## src/hw/cpu_cfg.svh

```systemverilog
`ifndef CPU_CFG_SVH
`define CPU_CFG_SVH

// ==============================
// Datapath sizing
// ==============================
`define CPU_DATA_WIDTH 8      // Registers, ALU and memory bytes
`define CPU_ADDR_WIDTH 16     // PC and jump targets, two bytes

// ==============================
// Sequencer
// ==============================
`define CPU_NUM_MICROSTEPS 4  // Microsteps available per opcode

// First fetch address after reset
`define CPU_RESET_VECTOR 0

`endif

```

## src/hw/cpu_pkg.sv

```systemverilog
package cpu_pkg;

    // ==============================
    // Instruction set
    // ==============================
    typedef enum logic [7:0] {
        NOP    = 8'h00,
        HLT    = 8'h01,
        LDI_A  = 8'h10,
        LDI_B  = 8'h11,
        LDI_C  = 8'h12,
        MOV_AB = 8'h20,  // A into B
        MOV_AC = 8'h21,
        MOV_BA = 8'h22,
        MOV_BC = 8'h23,
        MOV_CA = 8'h24,
        MOV_CB = 8'h25,
        ADD_B  = 8'h30,
        ADD_C  = 8'h31,
        SUB_B  = 8'h32,
        SUB_C  = 8'h33,
        INR_A  = 8'h34,
        DCR_A  = 8'h35,
        ANA_B  = 8'h40,
        ANA_C  = 8'h41,
        ORA_B  = 8'h42,
        ORA_C  = 8'h43,
        XRA_B  = 8'h44,
        XRA_C  = 8'h45,
        ANI    = 8'h48,
        ORI    = 8'h49,
        XRI    = 8'h4a,
        JMP    = 8'h50,
        JZ     = 8'h51,
        JNZ    = 8'h52
    } opcode_t;

    typedef enum logic [2:0] {
        ALU_PASS, ALU_ADD, ALU_SUB, ALU_INR, ALU_DCR, ALU_AND, ALU_OR, ALU_XOR
    } alu_op_t;

    typedef enum logic [1:0] {
        REG_A = 2'd0,
        REG_B = 2'd1,
        REG_C = 2'd2
    } reg_sel_t;

    // Execute FSM
    typedef enum logic [1:0] {
        EX_IDLE, EX_STEP, EX_WAIT, EX_HALT
    } exec_state_t;

    // Operand bytes following each opcode
    function automatic logic [1:0] operand_bytes(input opcode_t op);
        case (op)
            LDI_A, LDI_B, LDI_C, ANI, ORI, XRI: operand_bytes = 2'd1;
            JMP, JZ, JNZ:                        operand_bytes = 2'd2;  // Low byte first
            default:                             operand_bytes = 2'd0;
        endcase
    endfunction

endpackage

```

## src/hw/cpu_core.sv

```systemverilog
`timescale 1ns/1ps
`include "cpu_cfg.svh"

module cpu_core (
    input  logic                       clk,
    input  logic                       reset,
    output logic                       req_valid,
    input  logic                       req_ready,
    output logic [`CPU_ADDR_WIDTH-1:0] req_addr,
    input  logic                       rsp_valid,
    input  logic [`CPU_DATA_WIDTH-1:0] rsp_data,
    output logic                       wb_valid,
    input  logic                       wb_ready,
    output cpu_pkg::reg_sel_t          wb_reg,
    output logic [`CPU_DATA_WIDTH-1:0] wb_data,
    output logic                       wb_zero,
    output logic                       halted
);

    // ==============================
    // Decode to execute
    // ==============================
    logic                       dec_valid;
    logic                       dec_ready;
    cpu_pkg::opcode_t           dec_opcode;
    logic [`CPU_DATA_WIDTH-1:0] dec_imm;
    logic [`CPU_ADDR_WIDTH-1:0] dec_target;
    logic                       redirect_valid;
    logic [`CPU_ADDR_WIDTH-1:0] redirect_target;

    // Execute to result
    logic                       op_valid;
    logic                       op_ready;
    cpu_pkg::alu_op_t           op_alu;
    cpu_pkg::reg_sel_t          op_src;
    cpu_pkg::reg_sel_t          op_dst;
    logic                       op_imm_sel;
    logic [`CPU_DATA_WIDTH-1:0] op_imm;
    logic                       op_load_zero;
    logic                       op_report;
    logic                       zero_flag;

    instr_decode u_decode (.*);

    microcode_exec u_exec (.*);

    result_unit u_result (.*);

endmodule

```

## src/hw/instr_decode.sv

```systemverilog
`timescale 1ns/1ps
`include "cpu_cfg.svh"

module instr_decode (
    input  logic                       clk,
    input  logic                       reset,
    output logic                       req_valid,
    input  logic                       req_ready,
    output logic [`CPU_ADDR_WIDTH-1:0] req_addr,
    input  logic                       rsp_valid,
    input  logic [`CPU_DATA_WIDTH-1:0] rsp_data,
    output logic                       dec_valid,
    input  logic                       dec_ready,
    output cpu_pkg::opcode_t           dec_opcode,
    output logic [`CPU_DATA_WIDTH-1:0] dec_imm,
    output logic [`CPU_ADDR_WIDTH-1:0] dec_target,
    input  logic                       redirect_valid,
    input  logic [`CPU_ADDR_WIDTH-1:0] redirect_target,
    input  logic                       halted
);

    logic [`CPU_ADDR_WIDTH-1:0] pc;       // Next byte to request
    logic [1:0]                 issued;   // On the bus or awaiting a response
    logic [1:0]                 stale;    // Responses still owed to a flushed path
    logic [1:0]                 asm_req;  // Bytes requested for the instruction in assembly
    logic [1:0]                 asm_rcv;  // Bytes received for it
    logic [1:0]                 asm_want;
    logic [1:0]                 iss_base;
    cpu_pkg::opcode_t           asm_op;
    logic [`CPU_DATA_WIDTH-1:0] asm_lo;   // Immediate or target low byte
    logic [`CPU_DATA_WIDTH-1:0] asm_hi;
    logic                       rsp_keep;
    logic                       asm_done;
    logic                       hold_free;
    logic                       issue;

    always_comb begin
        // Only the opcode is wanted until it is known
        asm_want  = (asm_rcv == 2'd0) ? 2'd1 : 2'd1 + cpu_pkg::operand_bytes(asm_op);
        iss_base  = issued - {1'b0, rsp_valid};
        rsp_keep  = rsp_valid && (stale == 2'd0);
        asm_done  = (asm_rcv != 2'd0) && (asm_rcv == asm_want);
        hold_free = !dec_valid || dec_ready;
        issue     = (!req_valid || req_ready) && !halted && !redirect_valid
                    && (iss_base < 2'd2) && (asm_req < asm_want);
    end

    // ==============================
    // Fetch and assembly control
    // ==============================
    always_ff @(posedge clk) begin
        if (reset) begin
            pc        <= `CPU_ADDR_WIDTH'(`CPU_RESET_VECTOR);
            req_valid <= 1'b0;
            issued    <= 2'd0;
            stale     <= 2'd0;
            asm_req   <= 2'd0;
            asm_rcv   <= 2'd0;
            dec_valid <= 1'b0;
        end else begin
            if (issue) begin
                req_valid <= 1'b1;
                pc        <= pc + 1'b1;
            end else if (req_ready) begin
                req_valid <= 1'b0;
            end
            issued <= iss_base + {1'b0, issue};

            if (redirect_valid) begin
                // Everything in flight belongs to the old path
                pc        <= redirect_target;
                stale     <= iss_base;
                asm_req   <= 2'd0;
                asm_rcv   <= 2'd0;
                dec_valid <= 1'b0;
            end else begin
                if (rsp_valid && !rsp_keep)
                    stale <= stale - 2'd1;
                if (asm_done && hold_free) begin
                    dec_valid <= 1'b1;
                    asm_req   <= 2'd0;
                    asm_rcv   <= 2'd0;
                end else begin
                    if (dec_ready)
                        dec_valid <= 1'b0;
                    asm_req <= asm_req + {1'b0, issue};
                    asm_rcv <= asm_rcv + {1'b0, rsp_keep};
                end
            end
        end
    end

    // Payload
    always_ff @(posedge clk) begin
        if (issue)
            req_addr <= pc;
        if (rsp_keep) begin
            case (asm_rcv)
                2'd0:    asm_op <= cpu_pkg::opcode_t'(rsp_data);
                2'd1:    asm_lo <= rsp_data;
                default: asm_hi <= rsp_data;
            endcase
        end
        if (asm_done && hold_free) begin
            dec_opcode <= asm_op;
            dec_imm    <= asm_lo;
            dec_target <= {asm_hi, asm_lo};
        end
    end

    // Request held until the memory takes it
    a_req_stable: assert property (@(posedge clk) disable iff (reset)
        req_valid && !req_ready |=> req_valid && $stable(req_addr));

endmodule

```

## src/hw/microcode_exec.sv

```systemverilog
`timescale 1ns/1ps
`include "cpu_cfg.svh"

module microcode_exec (
    input  logic                       clk,
    input  logic                       reset,
    input  logic                       dec_valid,
    output logic                       dec_ready,
    input  cpu_pkg::opcode_t           dec_opcode,
    input  logic [`CPU_DATA_WIDTH-1:0] dec_imm,
    input  logic [`CPU_ADDR_WIDTH-1:0] dec_target,
    output logic                       op_valid,
    input  logic                       op_ready,
    output cpu_pkg::alu_op_t           op_alu,
    output cpu_pkg::reg_sel_t          op_src,
    output cpu_pkg::reg_sel_t          op_dst,
    output logic                       op_imm_sel,
    output logic [`CPU_DATA_WIDTH-1:0] op_imm,
    output logic                       op_load_zero,
    output logic                       op_report,
    input  logic                       zero_flag,
    output logic                       redirect_valid,
    output logic [`CPU_ADDR_WIDTH-1:0] redirect_target,
    output logic                       halted
);

    localparam int STEP_W = $clog2(`CPU_NUM_MICROSTEPS);

    cpu_pkg::exec_state_t       state;
    cpu_pkg::opcode_t           cur_op;
    logic [`CPU_DATA_WIDTH-1:0] cur_imm;
    logic [STEP_W-1:0]          step;
    cpu_pkg::alu_op_t           uc_alu;
    cpu_pkg::reg_sel_t          uc_src;
    cpu_pkg::reg_sel_t          uc_dst;
    logic                       uc_imm_sel;
    logic                       uc_load_zero;
    logic                       uc_report;
    logic                       uc_has_op;
    logic                       uc_last;
    logic                       uc_check_zero;
    logic                       uc_check_not_zero;
    logic                       uc_jump;
    logic                       uc_halt;
    logic                       cond_fail;

    // ==============================
    // Microcode table
    // ==============================
    function automatic void uc_lookup(
        input  cpu_pkg::opcode_t  op,
        input  logic [STEP_W-1:0] s,
        output cpu_pkg::alu_op_t  alu,
        output cpu_pkg::reg_sel_t src,
        output cpu_pkg::reg_sel_t dst,
        output logic              imm_sel,
        output logic              load_zero,
        output logic              report,
        output logic              has_op,
        output logic              last,
        output logic              check_zero,
        output logic              check_not_zero,
        output logic              jump,
        output logic              halt
    );
        imm_sel        = (cpu_pkg::operand_bytes(op) == 2'd1);  // One byte means immediate
        load_zero      = 1'b0;
        report         = 1'b0;
        has_op         = 1'b0;
        last           = 1'b1;
        check_zero     = 1'b0;
        check_not_zero = 1'b0;
        jump           = 1'b0;
        halt           = 1'b0;

        case (op)
            cpu_pkg::ADD_B, cpu_pkg::ADD_C: alu = cpu_pkg::ALU_ADD;
            cpu_pkg::SUB_B, cpu_pkg::SUB_C: alu = cpu_pkg::ALU_SUB;
            cpu_pkg::INR_A:                 alu = cpu_pkg::ALU_INR;
            cpu_pkg::DCR_A:                 alu = cpu_pkg::ALU_DCR;
            cpu_pkg::ANA_B, cpu_pkg::ANA_C, cpu_pkg::ANI: alu = cpu_pkg::ALU_AND;
            cpu_pkg::ORA_B, cpu_pkg::ORA_C, cpu_pkg::ORI: alu = cpu_pkg::ALU_OR;
            cpu_pkg::XRA_B, cpu_pkg::XRA_C, cpu_pkg::XRI: alu = cpu_pkg::ALU_XOR;
            default:                        alu = cpu_pkg::ALU_PASS;  // LDI and MOV
        endcase

        case (op)
            cpu_pkg::ADD_B, cpu_pkg::SUB_B, cpu_pkg::ANA_B, cpu_pkg::ORA_B, cpu_pkg::XRA_B,
            cpu_pkg::MOV_BA, cpu_pkg::MOV_BC: src = cpu_pkg::REG_B;
            cpu_pkg::ADD_C, cpu_pkg::SUB_C, cpu_pkg::ANA_C, cpu_pkg::ORA_C, cpu_pkg::XRA_C,
            cpu_pkg::MOV_CA, cpu_pkg::MOV_CB: src = cpu_pkg::REG_C;
            default:                          src = cpu_pkg::REG_A;
        endcase

        case (op)
            cpu_pkg::LDI_B, cpu_pkg::MOV_AB, cpu_pkg::MOV_CB: dst = cpu_pkg::REG_B;
            cpu_pkg::LDI_C, cpu_pkg::MOV_AC, cpu_pkg::MOV_BC: dst = cpu_pkg::REG_C;
            default:                                          dst = cpu_pkg::REG_A;
        endcase

        // Sequencing per opcode
        case (op)
            cpu_pkg::NOP: ;  // Single empty step
            cpu_pkg::MOV_AB, cpu_pkg::MOV_AC, cpu_pkg::MOV_BA,
            cpu_pkg::MOV_BC, cpu_pkg::MOV_CA, cpu_pkg::MOV_CB: begin
                has_op = 1'b1;
                report = 1'b1;  // Flag untouched
            end
            cpu_pkg::LDI_A, cpu_pkg::LDI_B, cpu_pkg::LDI_C,
            cpu_pkg::ADD_B, cpu_pkg::ADD_C, cpu_pkg::SUB_B, cpu_pkg::SUB_C,
            cpu_pkg::INR_A, cpu_pkg::DCR_A, cpu_pkg::ANA_B, cpu_pkg::ANA_C,
            cpu_pkg::ORA_B, cpu_pkg::ORA_C, cpu_pkg::XRA_B, cpu_pkg::XRA_C,
            cpu_pkg::ANI, cpu_pkg::ORI, cpu_pkg::XRI: begin
                has_op    = 1'b1;
                report    = 1'b1;
                load_zero = 1'b1;
            end
            cpu_pkg::JMP, cpu_pkg::JZ, cpu_pkg::JNZ: begin
                // Condition on step 0, redirect on step 1
                last           = (s != '0);
                jump           = (s != '0);
                check_zero     = (op == cpu_pkg::JZ) && (s == '0);
                check_not_zero = (op == cpu_pkg::JNZ) && (s == '0);
            end
            default: halt = 1'b1;  // HLT, dropped and unknown opcodes
        endcase
    endfunction

    always_comb begin
        uc_lookup(cur_op, step, uc_alu, uc_src, uc_dst, uc_imm_sel, uc_load_zero, uc_report,
                  uc_has_op, uc_last, uc_check_zero, uc_check_not_zero, uc_jump, uc_halt);
        cond_fail = (uc_check_zero && !zero_flag) || (uc_check_not_zero && zero_flag);
    end

    assign dec_ready      = (state == cpu_pkg::EX_IDLE);
    assign halted         = (state == cpu_pkg::EX_HALT);
    assign redirect_valid = (state == cpu_pkg::EX_STEP) && uc_jump;

    // ==============================
    // Microstep sequencer
    // ==============================
    always_ff @(posedge clk) begin
        if (reset) begin
            state    <= cpu_pkg::EX_IDLE;
            step     <= '0;
            op_valid <= 1'b0;
        end else begin
            case (state)
                cpu_pkg::EX_IDLE: begin
                    if (dec_valid) begin
                        state <= cpu_pkg::EX_STEP;
                        step  <= '0;
                    end
                end
                cpu_pkg::EX_STEP: begin
                    if (uc_halt)
                        state <= cpu_pkg::EX_HALT;
                    else if (cond_fail)
                        state <= cpu_pkg::EX_IDLE;  // Branch not taken
                    else if (uc_has_op) begin
                        op_valid <= 1'b1;
                        state    <= cpu_pkg::EX_WAIT;
                    end else if (uc_last)
                        state <= cpu_pkg::EX_IDLE;
                    else
                        step <= step + 1'b1;
                end
                cpu_pkg::EX_WAIT: begin
                    if (op_ready) begin
                        op_valid <= 1'b0;
                        if (uc_last)
                            state <= cpu_pkg::EX_IDLE;
                        else begin
                            step  <= step + 1'b1;
                            state <= cpu_pkg::EX_STEP;
                        end
                    end
                end
                default: state <= cpu_pkg::EX_HALT;  // Stays until reset
            endcase
        end
    end

    // Instruction and micro-op payload
    always_ff @(posedge clk) begin
        if (dec_valid && dec_ready) begin
            cur_op          <= dec_opcode;
            cur_imm         <= dec_imm;
            redirect_target <= dec_target;
        end
        if (state == cpu_pkg::EX_STEP && uc_has_op) begin
            op_alu       <= uc_alu;
            op_src       <= uc_src;
            op_dst       <= uc_dst;
            op_imm_sel   <= uc_imm_sel;
            op_imm       <= cur_imm;
            op_load_zero <= uc_load_zero;
            op_report    <= uc_report;
        end
    end

    // Redirect only from a jump taken two cycles earlier
    a_redirect_jump: assert property (@(posedge clk) disable iff (reset)
        redirect_valid |-> $past(dec_valid && dec_ready, 2)
            && ($past(dec_opcode, 2) inside {cpu_pkg::JMP, cpu_pkg::JZ, cpu_pkg::JNZ}));

endmodule

```

## src/hw/result_unit.sv

```systemverilog
`timescale 1ns/1ps
`include "cpu_cfg.svh"

module result_unit (
    input  logic                       clk,
    input  logic                       reset,
    input  logic                       op_valid,
    output logic                       op_ready,
    input  cpu_pkg::alu_op_t           op_alu,
    input  cpu_pkg::reg_sel_t          op_src,
    input  cpu_pkg::reg_sel_t          op_dst,
    input  logic                       op_imm_sel,
    input  logic [`CPU_DATA_WIDTH-1:0] op_imm,
    input  logic                       op_load_zero,
    input  logic                       op_report,
    output logic                       zero_flag,
    output logic                       wb_valid,
    input  logic                       wb_ready,
    output cpu_pkg::reg_sel_t          wb_reg,
    output logic [`CPU_DATA_WIDTH-1:0] wb_data,
    output logic                       wb_zero
);

    logic [`CPU_DATA_WIDTH-1:0] reg_a;
    logic [`CPU_DATA_WIDTH-1:0] reg_b;
    logic [`CPU_DATA_WIDTH-1:0] reg_c;
    logic [`CPU_DATA_WIDTH-1:0] opnd_a;   // Destination register value
    logic [`CPU_DATA_WIDTH-1:0] src_val;
    logic [`CPU_DATA_WIDTH-1:0] opnd_b;
    logic [`CPU_DATA_WIDTH-1:0] alu_res;
    logic                       res_zero;
    logic                       op_fire;

    // Stall while a writeback is unaccepted
    assign op_ready = !wb_valid || wb_ready;
    assign op_fire  = op_valid && op_ready;

    // ==============================
    // Operand select and ALU
    // ==============================
    always_comb begin
        case (op_dst)
            cpu_pkg::REG_B: opnd_a = reg_b;
            cpu_pkg::REG_C: opnd_a = reg_c;
            default:        opnd_a = reg_a;
        endcase
        case (op_src)
            cpu_pkg::REG_B: src_val = reg_b;
            cpu_pkg::REG_C: src_val = reg_c;
            default:        src_val = reg_a;
        endcase
        opnd_b = op_imm_sel ? op_imm : src_val;

        case (op_alu)
            cpu_pkg::ALU_ADD: alu_res = opnd_a + opnd_b;  // Wraps
            cpu_pkg::ALU_SUB: alu_res = opnd_a - opnd_b;
            cpu_pkg::ALU_INR: alu_res = opnd_a + 1'b1;
            cpu_pkg::ALU_DCR: alu_res = opnd_a - 1'b1;
            cpu_pkg::ALU_AND: alu_res = opnd_a & opnd_b;
            cpu_pkg::ALU_OR:  alu_res = opnd_a | opnd_b;
            cpu_pkg::ALU_XOR: alu_res = opnd_a ^ opnd_b;
            default:          alu_res = opnd_b;           // Pass second operand
        endcase
        res_zero = (alu_res == '0);
    end

    // Register file, flag and writeback handshake
    always_ff @(posedge clk) begin
        if (reset) begin
            reg_a     <= '0;
            reg_b     <= '0;
            reg_c     <= '0;
            zero_flag <= 1'b0;
            wb_valid  <= 1'b0;
        end else begin
            if (op_fire) begin
                case (op_dst)
                    cpu_pkg::REG_A: reg_a <= alu_res;
                    cpu_pkg::REG_B: reg_b <= alu_res;
                    cpu_pkg::REG_C: reg_c <= alu_res;
                    default: ;
                endcase
                if (op_load_zero)
                    zero_flag <= res_zero;
            end
            if (op_fire && op_report)
                wb_valid <= 1'b1;
            else if (wb_ready)
                wb_valid <= 1'b0;
        end
    end

    always_ff @(posedge clk) begin
        if (op_fire && op_report) begin
            wb_reg  <= op_dst;
            wb_data <= alu_res;
            wb_zero <= op_load_zero ? res_zero : zero_flag;  // MOV reports the old flag
        end
    end

    a_wb_stable: assert property (@(posedge clk) disable iff (reset)
        wb_valid && !wb_ready |=> wb_valid && $stable({wb_reg, wb_data, wb_zero}));

endmodule

```

## config.mk

```make
export PLATFORM = sky130hd
export DESIGN_NAME = cpu_core
export DESIGN_NICKNAME = d
export VERILOG_FILES = /design/src/hw/cpu_pkg.sv /design/src/hw/cpu_core.sv /design/src/hw/instr_decode.sv /design/src/hw/microcode_exec.sv /design/src/hw/result_unit.sv
export VERILOG_INCLUDE_DIRS = /design/src /design/src/hw
export SDC_FILE = /design/constraint.sdc
export NUM_CORES = 1
export LEC_CHECK = 0
export BUFFER_PORTS_ARGS = -buffer_cell sky130_fd_sc_hd__buf_2
export CORE_UTILIZATION = 56
export CTS_CLUSTER_DIAMETER = 30
export DETAILED_ROUTE_END_ITERATION = 10
export PLACE_DENSITY = 0.74
export SYNTH_ARGS = -nofsm -noshare
export SYNTH_HDL_FRONTEND = slang
export SYNTH_SLANG_ARGS = --single-unit
```

## constraint.sdc

```tcl
create_clock -name clk -period 10.2 [get_ports clk]
set_input_delay 0.51 -clock clk [delete_from_list [all_inputs] [get_ports clk]]
set_output_delay 0.51 -clock clk [all_outputs]
set_load 0.01 [all_outputs]
```

==> metrics.md <==
| Metric | Value |
|---|---|
| Fin Setup TNS | `0 ns` |
| Netlist Area Pre-Place | `roughly 8500 sq um` |
| Dpl cells | `967` |
| Tmin final | `a little under 5 ns` |
| Largest net degree at the start of global routing | `56` |
| Port bufs | `42` |
| GR Overflow Total | `0` |
| CTS tree | `yes` |
| Footprint of the multi-input gates | `between 3000 and 4000 sq um` |
| Fin nets | `857` |
| Diode count | `0` |
| Initial Utilization | `0.580` |
| Final setup vio count | `0` |
| Drt pass-1 iters | `7` |
| Hold Path Class | `input pin to flip-flop` |
| RSZ-0062 raised after global routing | `false` |
| Clk pin slew, worst setup/hold paths | `0.07 ns` |
| Max Freq | `204 MHz` |
| Ys Warns | `0` |
| Core ar. | `14600 sq um` |
| GP Congestion | `approximately 0.95` |
| Cell variety after synth | `75` |
| Ports | `43` |
| Sequential-to-total area share from yosys stat | `0.548` |
| Leakage | `3.48 nW` |
| Max IR drop VDD | `184 uV` |
| Final Cycle Share | `0.480` |
| Comb pwr share | `0.183` |
| Fin. Hold Viols | `0` |
| Avg Inst Size Synth | `10.9 sq um` |
| Yosys top cell area share | `0.413` |
| Met2 Use GR | `0.449` |
| Internal | `between 1 and 1.5 mW` |
| Critical Path RT | `10.50 ns` |
| Initial antenna violation count | `0` |
| Final instance area | `9420 sq um` |
| Arrival time at the worst endpoint | `5.19 ns` |
| Die ar. | `15700 sq um` |
| Clk pwr share | `0.337` |
| Inserted Clock Buffers | `17` |
| Resize count post-CTS | `0` |
| Asr flop ratio synth | `0` |
| Detailed router's first-iteration violation count | `459` |
| Pin slew with the least headroom to its limit | `1.12 ns` |
| Top cells by area, synth | `edfxtp_1 41%, dfxtp_1 13%, ha_1 6.0%, nor2_1 3.3%, a21oi_1 2.8%` |
| Antenna-violating nets left | `0` |
| Primary FF master, synth | `edfxtp_1` |
| Share of layout cells above drive strength 1 | `0.126` |
| Largest regs | `u_decode.dec_target: 16 flops, u_decode.pc: 16 flops, u_decode.req_addr: 16 flops` |
| Final WS setup | `5.31 ns` |
| Crit end category | `flip-flop` |
| Vias per cell | `6.23` |
| M1 GR Usage | `0.310` |
| #FFs+latches synth | `174` |
| Syn Inst Count | `777` |
| Clock Skew | `0.00997 ns` |
| H-tree Lvls | `4` |
| # hold bufs at CTS | `0` |
| Bufs on Longest Clock Path | `2` |
| CP max FO | `14` |
| Max-cap viol count | `0` |
| Fillers | `1117` |
| Area Growth Syn to Fin | `10.9%` |
| Gr busiest metal | `met2` |
| Drt wl/cell | `19.4 microns` |
| FF/Latch Area | `between 4000 and 5000 sq um` |
| CTS sink count | `174` |
| Dpl hpwl | `14100 microns` |
| Root Driver | `clkbuf_16` |
| Worst setup SP type | `flip-flop` |
| Rel. slew slack | `0.254` |
| Setup WS pre-CTS | `5.43 ns` |
| Critical-path cell list | `inv_1 -> ha_1 -> nor3b_1 -> a211oi_1 -> inv_1 -> ha_1 -> a21oi_1 -> a311o_1 -> fa_1 -> and3_1 -> or3_1 -> a311oi_1 -> a21oi_1 -> nor4b_1 -> nand3_1 -> nor3_1 -> a22o_1` |
| Switch share | `0.295` |
| Met3 usage | `0.0441` |
| Latest clock arrival within the worst-skew pair | `roughly 0.43 ns` |
| Vias in the first global route | `roughly 6000` |
| Syn Nets | `between 800 and 900` |
| Global-route wire length before repair | `31100 microns` |
| WP buf/inv | `2` |
| Reg power frac | `0.480` |
| Delay of the slowest cell on the worst path | `roughly 0.47 ns` |
| Routed WL | `approximately 19000 microns` |
| CP delay by family, top | `compound AO/OA/AOI/OAI gates` |
| Slowest-stage cell, CP | `a211oi_1` |
| Dpl cell area | `8800 sq um` |
| Tot GR Track Use | `0.257` |
| Number of remaining DRC errors | `0` |
| PD cells | `208 nW/um^2` |
| Hold Slack | `between 0.2 and 0.3 ns` |
| Core Rows | `44` |
| DR vias | `a little over 6000` |
| Layout Utilization | `0.643` |
| Fin. max-slew vios | `0` |
| Post-CTS setup buffers | `0` |
| Post-route insts no fill | `999` |
| Status | `complete, no violations` |
| NetSw | `0.576 mW` |
| Die width | `125 microns` |
| Total power | `1.96 mW` |
| Post-synth EDFFs | `around 120` |
| Chip height | `125 microns` |
| Post-synth top area cell | `edfxtp_1` |
| Kind of critical path | `flip-flop to flip-flop` |
[synthesized netlist by cell type (6+ instances only)]
| cell type | instances |
|---|---|
| a22oi_1 | 17 |
| nand2_1 | 50 |
| inv_1 | 46 |
| nand2b_1 | 7 |
| xor2_1 | 14 |
| buf_1 | 6 |
| or3_1 | 6 |
| ha_1 | 41 |
| nor2_1 | 74 |
| nand3_1 | 13 |
| and3_1 | 15 |
| a211oi_1 | 29 |
| nor2b_1 | 12 |
| o22ai_1 | 9 |
| nand4_1 | 6 |
| o21ai_0 | 22 |
| nor3_1 | 24 |
| edfxtp_1 | 117 |
| dfxtp_1 | 57 |
| a21oi_1 | 48 |
| and2_1 | 8 |
| clkbuf_1 | 28 |
| nor3b_1 | 7 |
| mux2i_1 | 7 |
| xnor2_1 | 17 |
[cell usage in the layout, fill, tap and decap left out, types with 8 or more instances in the layout]
| cell | n |
|---|---|
| buf_2 | 42 |
| a21oi_1 | 47 |
| dfxtp_1 | 57 |
| nor2b_1 | 12 |
| and2_1 | 8 |
| edfxtp_1 | 117 |
| nand3_1 | 13 |
| nor2_1 | 74 |
| and3_1 | 15 |
| inv_1 | 46 |
| clkbuf_16 | 18 |
| a22oi_1 | 17 |
| xor2_1 | 14 |
| nand2_1 | 50 |
| nor3_1 | 24 |
| o21ai_0 | 22 |
| xnor2_1 | 17 |
| a211oi_1 | 29 |
| ha_1 | 41 |
| o22ai_1 | 9 |
[area by class of cell]
cell class	count	area share
flip-flops and latches	174	0.494
clock buffers	18	0.0478
inverters	48	0.0191
repair buffers	47	0.0263
clock inverters	14	0.0175
well taps	184	0.0244
multi-input cells	514	0.371
[worst register-to-register path, delay by kind of cell (launching register included)]
kind            cells  cell delay (ns)
flops               1             0.36
simple gates        6             1.48
buf+inv             2             0.20
fa+ha+maj           3             1.20
compound gates      6             1.53
[cell families (layout without fill, tap and decap cells)]
kind of cell / after synthesis / in the layout / share of synthesized area
adder cells (fa/ha/maj): 44 / 44 / 0.0651
AND/OR/NAND/NOR: 248 / 248 / 0.150
AO/OA/AOI/OAI: 182 / 182 / 0.153
XOR/XNOR: 31 / 31 / 0.0320
multiplexers: 9 / 9 / 0.0109
buffers and inverters: 89 / 127 / 0.0418
flip-flops: 174 / 174 / 0.548
[per-layer routing]
layer	wire (microns)	vias up
li1	-	2917
met1	7920	3022
met2	9910	233
met3	980	48
met4	593	0
met5	0	-
[power groups by stage]
stage	registers (mW)	clock network (mW)	logic, mW
6_report	0.939	0.658	0.358
5_1_grt	0.952	0.694	0.393
4_1_cts	0.940	0.667	0.359
3_5_place_dp	0.954	0	0.354
3_3_place_gp	0.948	0	0.338
2_1_floorplan	0.951	0	0.237
[final timing paths]
check / to / startpoint / slack, ns / cells after the start
setup / recovery: u_result.wb_zero$_DFFE_PP_ / u_exec.op_src[0]$_DFFE_PP_ / 5.31 / 17
setup reg to reg: u_result.wb_zero$_DFFE_PP_ / u_exec.op_src[0]$_DFFE_PP_ / 5.31 / 17
hold reg to reg: u_exec.cur_op[5]$_DFFE_PP_ / u_decode.dec_opcode[5]$_DFFE_PP_ / 0.42 / 0
hold / removal: u_decode.asm_hi[6]$_DFFE_PP_ / rsp_data[6] / 0.29 / 1
Power figures use the tool's default switching activity.
